## src/source/pdu_defs.svh

```systemverilog
`ifndef PDU_DEFS_SVH
`define PDU_DEFS_SVH

// --------------------
// Datapath
// --------------------

// Data and address width
`define PDU_XLEN 32

// Byte increment between consecutive words
`define PDU_ADDR_STEP 4

// --------------------
// Debug features
// --------------------

// Breakpoint slots
`define PDU_BP_NUM 3

// Clock cycles per UART bit, kept small for simulation
`define PDU_BAUD_DIV 8

`endif

```

## src/source/pdu_pkg.sv

```systemverilog
package pdu_pkg;

`include "pdu_defs.svh"

    typedef logic [`PDU_XLEN-1:0] pdu_word_t;
    typedef logic [7:0]           pdu_byte_t;

    // --------------------
    // Host protocol
    // --------------------
    typedef enum logic [7:0] {
        CMD_READ     = 8'h01,
        CMD_WRITE    = 8'h02,
        CMD_BP_SET   = 8'h03,
        CMD_BP_CLEAR = 8'h04,
        CMD_RUN      = 8'h05
    } pdu_cmd_e;

    typedef enum logic [7:0] {
        REPLY_ACK    = 8'h06,
        REPLY_NAK    = 8'h15,
        REPLY_BP_HIT = 8'h42,
        REPLY_HALT   = 8'h48,
        REPLY_FULL   = 8'hFF
    } pdu_reply_e;

    // Controller states
    typedef enum logic [2:0] {
        ST_IDLE,
        ST_ARGS,
        ST_WDATA,
        ST_WB_WRITE,
        ST_WB_READ,
        ST_SEND,
        ST_RUN
    } pdu_state_e;

    // --------------------
    // Buses
    // --------------------
    typedef struct packed {
        logic      cyc;
        logic      stb;
        logic      we;
        pdu_word_t adr;
        pdu_word_t dat;
    } wb_req_t;

    typedef struct packed {
        logic      ack;
        pdu_word_t dat;
    } wb_rsp_t;

    typedef struct packed {
        logic      valid;
        pdu_word_t pc;
        logic      halt;
    } commit_t;

    typedef struct packed {
        logic      valid;
        pdu_byte_t data;
    } byte_stream_t;

endpackage

```

## src/source/pdu_uart_rx.sv

```systemverilog
`include "pdu_defs.svh"

module pdu_uart_rx #(
    parameter int CLKS_PER_BIT = `PDU_BAUD_DIV
) (
    input  logic                  clk,
    input  logic                  rst,
    input  logic                  rxd,
    output pdu_pkg::byte_stream_t rx_byte
);

    localparam int CNT_W = $clog2(CLKS_PER_BIT);

    logic             rxd_meta;
    logic             rxd_sync;
    logic             rxd_last;
    logic             busy;
    logic             valid_q;
    logic [CNT_W-1:0] clk_cnt;
    logic [3:0]       bit_cnt;
    logic [7:0]       shift;

    // Two-flop synchronizer plus one stage for the falling edge
    always_ff @(posedge clk) begin
        if (rst) begin
            rxd_meta <= 1'b1;
            rxd_sync <= 1'b1;
            rxd_last <= 1'b1;
        end else begin
            rxd_meta <= rxd;
            rxd_sync <= rxd_meta;
            rxd_last <= rxd_sync;
        end
    end

    always_ff @(posedge clk) begin
        if (rst) begin
            busy    <= 1'b0;
            valid_q <= 1'b0;
            clk_cnt <= '0;
            bit_cnt <= '0;
        end else begin
            valid_q <= 1'b0;
            if (!busy) begin
                if (rxd_last && !rxd_sync) begin
                    // Count to the middle of the start bit
                    busy    <= 1'b1;
                    clk_cnt <= CNT_W'(CLKS_PER_BIT / 2 - 1);
                    bit_cnt <= '0;
                end
            end else if (clk_cnt != '0) begin
                clk_cnt <= clk_cnt - 1'b1;
            end else begin
                clk_cnt <= CNT_W'(CLKS_PER_BIT - 1);
                bit_cnt <= bit_cnt + 1'b1;
                if (bit_cnt == 4'd0 && rxd_sync) begin
                    // Glitch, not a real start bit
                    busy <= 1'b0;
                end else if (bit_cnt >= 4'd1 && bit_cnt <= 4'd8) begin
                    shift <= {rxd_sync, shift[7:1]};
                end else if (bit_cnt == 4'd9) begin
                    busy    <= 1'b0;
                    valid_q <= rxd_sync;
                end
            end
        end
    end

    assign rx_byte.valid = valid_q;
    assign rx_byte.data  = shift;

endmodule

```

## src/source/pdu_uart_tx.sv

```systemverilog
`include "pdu_defs.svh"

module pdu_uart_tx #(
    parameter int CLKS_PER_BIT = `PDU_BAUD_DIV
) (
    input  logic                  clk,
    input  logic                  rst,
    input  pdu_pkg::byte_stream_t tx_byte,
    output logic                  tx_ready,
    output logic                  txd
);

    localparam int CNT_W = $clog2(CLKS_PER_BIT);

    logic [9:0]       frame;
    logic [CNT_W-1:0] clk_cnt;
    logic [3:0]       bit_cnt;
    logic             busy;

    always_ff @(posedge clk) begin
        if (rst) begin
            frame   <= '1;
            clk_cnt <= '0;
            bit_cnt <= '0;
            busy    <= 1'b0;
        end else if (!busy) begin
            if (tx_byte.valid) begin
                // Stop bit, data LSB first, start bit
                frame   <= {1'b1, tx_byte.data, 1'b0};
                clk_cnt <= CNT_W'(CLKS_PER_BIT - 1);
                bit_cnt <= 4'd9;
                busy    <= 1'b1;
            end
        end else if (clk_cnt != '0) begin
            clk_cnt <= clk_cnt - 1'b1;
        end else if (bit_cnt == 4'd0) begin
            // End of stop bit
            busy <= 1'b0;
        end else begin
            frame   <= {1'b1, frame[9:1]};
            clk_cnt <= CNT_W'(CLKS_PER_BIT - 1);
            bit_cnt <= bit_cnt - 1'b1;
        end
    end

    assign tx_ready = !busy;
    assign txd      = frame[0];

endmodule

```

## src/source/pdu_bp_table.sv

```systemverilog
`include "pdu_defs.svh"

module pdu_bp_table
    import pdu_pkg::*;
(
    input  logic      clk,
    input  logic      rst,
    input  logic      bp_set_en,
    input  logic      bp_clear,
    input  pdu_word_t bp_set_pc,
    input  commit_t   commit,
    output logic [1:0] bp_slot,
    output logic      bp_hit
);

    logic [`PDU_BP_NUM-1:0] bp_valid;
    pdu_word_t              bp_addr [`PDU_BP_NUM];
    logic                   slot_free;

    // Lowest free slot, 3 when full
    always_comb begin
        bp_slot = 2'd3;
        for (int i = `PDU_BP_NUM - 1; i >= 0; i--) begin
            if (!bp_valid[i]) begin
                bp_slot = 2'(i);
            end
        end
    end

    assign slot_free = (bp_slot != 2'd3);

    always_comb begin
        bp_hit = 1'b0;
        for (int i = 0; i < `PDU_BP_NUM; i++) begin
            if (commit.valid && bp_valid[i] && commit.pc == bp_addr[i]) begin
                bp_hit = 1'b1;
            end
        end
    end

    always_ff @(posedge clk) begin
        if (rst || bp_clear) begin
            bp_valid <= '0;
        end else if (bp_set_en && slot_free) begin
            bp_valid[bp_slot] <= 1'b1;
        end
    end

    always_ff @(posedge clk) begin
        if (bp_set_en && slot_free) begin
            bp_addr[bp_slot] <= bp_set_pc;
        end
    end

endmodule

```

## src/source/pdu_ctrl.sv

```systemverilog
`include "pdu_defs.svh"

module pdu_ctrl
    import pdu_pkg::*;
(
    input  logic         clk,
    input  logic         rst,
    input  byte_stream_t rx_byte,
    output byte_stream_t tx_byte,
    input  logic         tx_ready,
    output wb_req_t      wb_req,
    input  wb_rsp_t      wb_rsp,
    input  commit_t      commit,
    input  logic         bp_hit,
    input  logic [1:0]   bp_slot,
    output logic         bp_set_en,
    output logic         bp_clear,
    output pdu_word_t    bp_set_pc,
    output logic         cpu_en
);

    localparam pdu_word_t ZERO_WORD = '0;

    pdu_state_e                state;
    pdu_state_e                ret_state;
    pdu_cmd_e                  op;
    logic [2:0]                byte_cnt;
    pdu_word_t                 shift;
    pdu_word_t                 addr;
    pdu_byte_t                 words_left;
    // Holds a code byte and one reply word shifted out from the top
    logic [`PDU_XLEN+7:0]      tx_buf;
    logic [2:0]                tx_left;
    pdu_word_t                 rx_word;
    logic [2:0]                last_arg;
    logic                      stop_hit;
    pdu_byte_t                 slot_reply;

    assign rx_word    = {shift[`PDU_XLEN-9:0], rx_byte.data};
    assign last_arg   = (op == CMD_BP_SET) ? 3'd3 : 3'd4;
    assign stop_hit   = commit.valid && (bp_hit || commit.halt);
    assign slot_reply = (bp_slot == 2'd3) ? REPLY_FULL : {6'd0, bp_slot};

    // --------------------
    // Outputs
    // --------------------
    assign tx_byte.valid = (state == ST_SEND);
    assign tx_byte.data  = tx_buf[`PDU_XLEN+7 -: 8];

    assign wb_req.cyc = (state == ST_WB_READ) || (state == ST_WB_WRITE);
    assign wb_req.stb = (state == ST_WB_READ) || (state == ST_WB_WRITE);
    assign wb_req.we  = (state == ST_WB_WRITE);
    assign wb_req.adr = addr;
    assign wb_req.dat = shift;

    assign bp_set_en = (state == ST_ARGS) && rx_byte.valid && (op == CMD_BP_SET)
                     && (byte_cnt == last_arg);
    assign bp_set_pc = rx_word;
    assign bp_clear  = (state == ST_IDLE) && rx_byte.valid && (rx_byte.data == CMD_BP_CLEAR);

    // --------------------
    // Command FSM
    // --------------------
    always_ff @(posedge clk) begin
        if (rst) begin
            state      <= ST_IDLE;
            ret_state  <= ST_IDLE;
            byte_cnt   <= '0;
            tx_left    <= '0;
            words_left <= '0;
            cpu_en     <= 1'b0;
        end else begin
            case (state)
                ST_IDLE: begin
                    if (rx_byte.valid) begin
                        op       <= pdu_cmd_e'(rx_byte.data);
                        byte_cnt <= '0;
                        case (rx_byte.data)
                            CMD_READ, CMD_WRITE, CMD_BP_SET: begin
                                state <= ST_ARGS;
                            end
                            CMD_BP_CLEAR: begin
                                tx_buf    <= {REPLY_ACK, ZERO_WORD};
                                tx_left   <= 3'd1;
                                ret_state <= ST_IDLE;
                                state     <= ST_SEND;
                            end
                            CMD_RUN: begin
                                tx_buf    <= {REPLY_ACK, ZERO_WORD};
                                tx_left   <= 3'd1;
                                ret_state <= ST_RUN;
                                state     <= ST_SEND;
                            end
                            default: begin
                                tx_buf    <= {REPLY_NAK, ZERO_WORD};
                                tx_left   <= 3'd1;
                                ret_state <= ST_IDLE;
                                state     <= ST_SEND;
                            end
                        endcase
                    end
                end

                // Address or PC followed by the word count
                ST_ARGS: begin
                    if (rx_byte.valid) begin
                        shift    <= rx_word;
                        byte_cnt <= byte_cnt + 1'b1;
                        if (byte_cnt == 3'd3) begin
                            addr <= rx_word;
                        end
                        if (byte_cnt == last_arg) begin
                            byte_cnt <= '0;
                            if (op == CMD_BP_SET) begin
                                tx_buf    <= {slot_reply, ZERO_WORD};
                                tx_left   <= 3'd1;
                                ret_state <= ST_IDLE;
                                state     <= ST_SEND;
                            end else begin
                                words_left <= rx_byte.data;
                                state      <= (op == CMD_READ) ? ST_WB_READ : ST_WDATA;
                            end
                        end
                    end
                end

                ST_WDATA: begin
                    if (rx_byte.valid) begin
                        shift    <= rx_word;
                        byte_cnt <= byte_cnt + 1'b1;
                        if (byte_cnt == 3'd3) begin
                            byte_cnt <= '0;
                            state    <= ST_WB_WRITE;
                        end
                    end
                end

                ST_WB_WRITE: begin
                    if (wb_rsp.ack) begin
                        addr       <= addr + `PDU_ADDR_STEP;
                        words_left <= words_left - 1'b1;
                        if (words_left == 8'd1) begin
                            tx_buf    <= {REPLY_ACK, ZERO_WORD};
                            tx_left   <= 3'd1;
                            ret_state <= ST_IDLE;
                            state     <= ST_SEND;
                        end else begin
                            state <= ST_WDATA;
                        end
                    end
                end

                // Each word is sent before the next access starts
                ST_WB_READ: begin
                    if (wb_rsp.ack) begin
                        tx_buf     <= {wb_rsp.dat, 8'h00};
                        tx_left    <= 3'd4;
                        addr       <= addr + `PDU_ADDR_STEP;
                        words_left <= words_left - 1'b1;
                        ret_state  <= (words_left == 8'd1) ? ST_IDLE : ST_WB_READ;
                        state      <= ST_SEND;
                    end
                end

                ST_SEND: begin
                    if (tx_ready) begin
                        tx_buf  <= tx_buf << 8;
                        tx_left <= tx_left - 1'b1;
                        if (tx_left == 3'd1) begin
                            state <= ret_state;
                            if (ret_state == ST_RUN) begin
                                cpu_en <= 1'b1;
                            end
                        end
                    end
                end

                // Stopping commit is taken as executed
                ST_RUN: begin
                    if (stop_hit) begin
                        cpu_en    <= 1'b0;
                        tx_buf    <= {bp_hit ? REPLY_BP_HIT : REPLY_HALT, commit.pc};
                        tx_left   <= 3'd5;
                        ret_state <= ST_IDLE;
                        state     <= ST_SEND;
                    end
                end

                default: begin
                    state <= ST_IDLE;
                end
            endcase
        end
    end

endmodule

```

## src/source/pdu_top.sv

```systemverilog
module pdu_top
    import pdu_pkg::*;
(
    input  logic    clk,
    input  logic    rst,
    input  logic    rxd,
    output logic    txd,
    output wb_req_t wb_req,
    input  wb_rsp_t wb_rsp,
    input  commit_t commit,
    output logic    cpu_en
);

    byte_stream_t rx_byte;
    byte_stream_t tx_byte;
    logic         tx_ready;
    logic         bp_set_en;
    logic         bp_clear;
    pdu_word_t    bp_set_pc;
    logic [1:0]   bp_slot;
    logic         bp_hit;

    // --------------------
    // Serial side
    // --------------------
    pdu_uart_rx u_uart_rx (
        .clk     (clk),
        .rst     (rst),
        .rxd     (rxd),
        .rx_byte (rx_byte)
    );

    pdu_uart_tx u_uart_tx (
        .clk      (clk),
        .rst      (rst),
        .tx_byte  (tx_byte),
        .tx_ready (tx_ready),
        .txd      (txd)
    );

    // --------------------
    // Debug core
    // --------------------
    pdu_bp_table u_bp_table (
        .clk       (clk),
        .rst       (rst),
        .bp_set_en (bp_set_en),
        .bp_clear  (bp_clear),
        .bp_set_pc (bp_set_pc),
        .commit    (commit),
        .bp_slot   (bp_slot),
        .bp_hit    (bp_hit)
    );

    pdu_ctrl u_ctrl (
        .clk       (clk),
        .rst       (rst),
        .rx_byte   (rx_byte),
        .tx_byte   (tx_byte),
        .tx_ready  (tx_ready),
        .wb_req    (wb_req),
        .wb_rsp    (wb_rsp),
        .commit    (commit),
        .bp_hit    (bp_hit),
        .bp_slot   (bp_slot),
        .bp_set_en (bp_set_en),
        .bp_clear  (bp_clear),
        .bp_set_pc (bp_set_pc),
        .cpu_en    (cpu_en)
    );

endmodule

```

## config.mk

```make
export PLATFORM = sky130hd
export DESIGN_NAME = pdu_top
export DESIGN_NICKNAME = d
export VERILOG_FILES = /design/src/source/pdu_pkg.sv /design/src/source/pdu_uart_rx.sv /design/src/source/pdu_uart_tx.sv /design/src/source/pdu_bp_table.sv /design/src/source/pdu_ctrl.sv /design/src/source/pdu_top.sv
export VERILOG_INCLUDE_DIRS = /design/src /design/src/source
export SDC_FILE = /design/constraint.sdc
export NUM_CORES = 1
export LEC_CHECK = 0
export BUFFER_PORTS_ARGS = -buffer_cell sky130_fd_sc_hd__buf_2
export CAP_MARGIN = 40
export CELL_PAD_IN_SITES_DETAIL_PLACEMENT = 0
export CELL_PAD_IN_SITES_GLOBAL_PLACEMENT = 1
export CORE_MARGIN = 1
export CORE_UTILIZATION = 51
export CTS_CLUSTER_SIZE = 10
export DETAILED_ROUTE_END_ITERATION = 8
export PLACE_DENSITY_LB_ADDON = 0.2
export SETUP_SLACK_MARGIN = 0.1
export SYNTH_ARGS = -nofsm -noshare
export SYNTH_HDL_FRONTEND = slang
export SYNTH_SLANG_ARGS = --single-unit
```

## constraint.sdc

```tcl
create_clock -name clk -period 7.82 [get_ports clk]
set_input_delay 1.564 -clock clk [delete_from_list [all_inputs] [get_ports clk]]
set_output_delay 1.564 -clock clk [all_outputs]
set_load 0.02 [all_outputs]
```

==> results.yml <==
power:
  p_seq_share_pct: 44.1
  p_int_mw: 2.73
  power_switching_mw: 1.20
  power.density_nw_per_um2: 279
  switching_share_pct: 30.5
  p_leak_nw: 5.07
  irDropWorstVdd_mv: 0.183
  p_clk_share_pct: 32.0
  p_comb_share_pct: 23.9
outcome:
  run_status: "finished clean"
yosys:
  synth_top_family_by_area: "simple AND/OR/NAND/NOR gates"
  syn_area_um2: 12300
  ys_ff_latch: 268
  synthCells: 1046
  synth-simple-area-share_pct: 13.7
  ys_types: 65
  synth_fp_nets: 1132
  yosys_warnings: 0
  synth_xor_area_share_pct: 8.82
  synth_edf_count: 216
  yosysSeqAreaShare_pct: 61.2
  synthFlopType: "edfxtp_1"
  synth_compound_area_share_pct: 8.01
  synthMuxAreaShare_pct: 3.11
  synth.avg_cell_area_um2: 11.8
  synthAdderAreaFrac_pct: 1.63
  synthArstFlopShare_pct: 0
clocking:
  clock-sinks: 268
  htree_levels: 1
  clock_path_buffers: 3
  clkLatencyLatePin_ns: 0.55
  tritoncts: "done"
  holdBufCountCts: 0
  clkTransAtPathRegs_ns: 0.06
  cts_buffers: 31
  post_cts_buffers: 0
  cts_resized: 0
  clockRootBuffer: "clkbuf_16"
worst_setup_path:
  worst_path_max_delay_cell: "buf_4"
  critPathLaunchType: "flop"
  end_kind: "primary output"
  cp_data_arrival_time_ns: 3.26
  cp_max_fo: 54
  cp_common_cell: "buf_4"
  cp_data_required_time_ns: 6.26
  worst_r2r_path_depth: 9
  crit_path_cell_trace: "buf_4, clkinv_1, nor2_1, nor2_4, buf_4, inv_2, buf_2"
  slowest_delay_ns: 0.51
  worstSetupPathType: "flop to primary output"
floorplan:
  coreArea_um2: 23500
  initial_core_util_pct: 52.3
  die_y_um: 157
  die_x_um: 157
  die_area_um2: 24800
  ios: 139
  placementRows: 56
sta:
  finalCritPeriodShare_pct: 61.7
  drv_slew: 0
  layout_min_cycle_time_ns: 4.83
  finalHoldViolations: 0
  slew_headroom_pct: 43.3
  finalSetupViolCount: 0
  fin_skew_ns: 0.0148
  fin_setup_tns_ns: 0
  max_slew.worst_pin.slew_ns: 0.843
  max_freq_mhz: 207
  holdWs_ns: 0.417
  rsz0062_at_grt: "no"
min_path:
  hold_class: "flop to flop"
  min_path_cells: 1
grt:
  grt_pass1_vias: 7818
  grt_usage_pct: 24.4
  antenna_found_initial: 0
  grt_max_degree: 55
  grt_pass1_wl_um: 45200
  grt-ovfl-total: 0
drt:
  vias_per_cell: 5.58
  totalWireLength_um: 30200
  firstDrtPassIters: 5
  vias: 8412
  routedWlPerCell_um: 20.0
  detail-route-antenna-nets: 0
  drc: 0
  drtIter0Drc: 763
cells_and_area:
  layout-drive-gt1-share_pct: 18.2
  layout_commonest_cell: "edfxtp_1"
  fin_util_pct: 59.9
  areaGrowthSynthToFinish_pct: 14.7
  layout_common_cells: "edfxtp_1, buf_2, nor2_1"
  n_fill_cell: 1979
  final_nets: 1262
  diodes: 0
placement:
  gp_congestion: 0.924
  port_buffers: 138
  dp_hpwl_um: 21100
flow_run:
  drv_cap: 0
## metal layers
layer	global-route usage [%]	part of all wire, %	vias to the layer above
li1	-	-	4021
met1	36.5	47	4052
met2	37.3	45	305
met3	3.36	6.8	34
met4	6.01	1.8	0
met5	0	0	-
## final cells by class
| class | count | area [um2] | area share (%) |
|---|---|---|---|
| multi-input cells | 688 | 4390 | 31.1 |
| inverters | 32 | 120 | 0.851 |
| well taps | 319 | 399 | 2.83 |
| clock buffers | 42 | 827 | 5.86 |
| flip-flops and latches | 268 | 7530 | 53.3 |
| clock inverters | 3 | 21.3 | 0.151 |
| repair buffers | 155 | 831 | 5.89 |
## path summary, 6_finish.rpt
kind	to	from	slack, ns
setup / recovery	wb_req[66]	u_ctrl.state[1]	2.99
hold / removal	u_uart_rx.rxd_sync	u_uart_rx.rxd_meta	0.42
setup reg to reg	u_ctrl.addr[9]	u_ctrl.state[1]	3.95
hold reg to reg	u_uart_rx.rxd_sync	u_uart_rx.rxd_meta	0.42
## power groups by stage
stage | clock network [mW] | logic (mW) | registers (mW)
3_3_place_gp | 0 | 0.918 | 1.77
2_1_floorplan | 0 | 0.664 | 1.76
6_report | 1.26 | 0.941 | 1.74
4_1_cts | 1.27 | 0.943 | 1.74
5_1_grt | 1.33 | 1.04 | 1.74
3_5_place_dp | 0 | 0.937 | 1.76
## Yosys cell counts (9+ instances only)
master | n | area share [%]
a211oi_1 | 9 | 0.55
a21oi_1 | 51 | 2.1
and2_1 | 12 | 0.61
buf_4 | 25 | 1.5
clkbuf_1 | 26 | 0.79
dfxtp_1 | 52 | 8.5
edfxtp_1 | 216 | 53
ha_1 | 16 | 1.6
inv_1 | 27 | 0.82
mux2i_1 | 33 | 2.7
nand2_1 | 89 | 2.7
nand3_1 | 25 | 1.0
nand4_1 | 19 | 0.97
nor2_1 | 112 | 3.4
nor3_1 | 17 | 0.69
nor4_1 | 25 | 1.3
o21ai_0 | 39 | 1.6
o21ai_1 | 9 | 0.37
xnor2_1 | 24 | 1.7
xor2_1 | 100 | 7.1
## logic make-up (layout without fill, tap and decap cells)
logic type / Yosys count / count (layout)
adder cells (fa/ha/maj): 16 / 16
AND/OR/NAND/NOR: 351 / 351
AO/OA/AOI/OAI: 160 / 160
XOR/XNOR: 124 / 124
multiplexers: 37 / 37
flip-flops: 268 / 268
buffers and inverters: 90 / 232
## stage by stage
stage | instances | setup WS (ns) | power [mW] | cell area [um2]
2_1_floorplan | 1046 | 2.75 | 2.43 | 12300
3_3_place_gp | 1457 | 3.09 | 2.68 | 13200
3_5_place_dp | 1462 | 3.45 | 2.70 | 13300
4_1_cts | 1507 | 2.99 | 3.95 | 14100
5_1_grt | 1507 | 2.80 | 4.11 | 14100
6_report | 1507 | 2.99 | 3.93 | 14100
## sequential cells by signal (all words and copies together) (netlist names)
register             count
u_uart_rx.rxd_meta       1
u_bp_table.bp_valid      3
u_ctrl.byte_cnt          3
u_ctrl.tx_buf           40
u_uart_rx.clk_cnt        3
u_ctrl.shift            32
u_ctrl.op                8
u_ctrl.tx_left           3
u_uart_tx.clk_cnt        3
u_bp_table.bp_addr      96
u_ctrl.cpu_en            1
u_ctrl.addr             32
u_uart_rx.shift          8
u_ctrl.ret_state         2
u_uart_tx.bit_cnt        4
u_uart_rx.rxd_sync       1
u_uart_rx.valid_q        1
u_ctrl.state             3
u_ctrl.words_left        8
u_uart_rx.busy           1
u_uart_tx.busy           1
u_uart_rx.rxd_last       1
u_uart_rx.bit_cnt        4
u_uart_tx.frame          9
## worst max-delay path, delay by kind of cell, from the launching register on
| kind | cells | cell delay (ns) |
|---|---|---|
| DFF | 1 | 0.31 |
| and+or+nand+nor | 2 | 0.38 |
| buffers and inverters | 5 | 1.99 |
(Power assumes the default switching activity.)
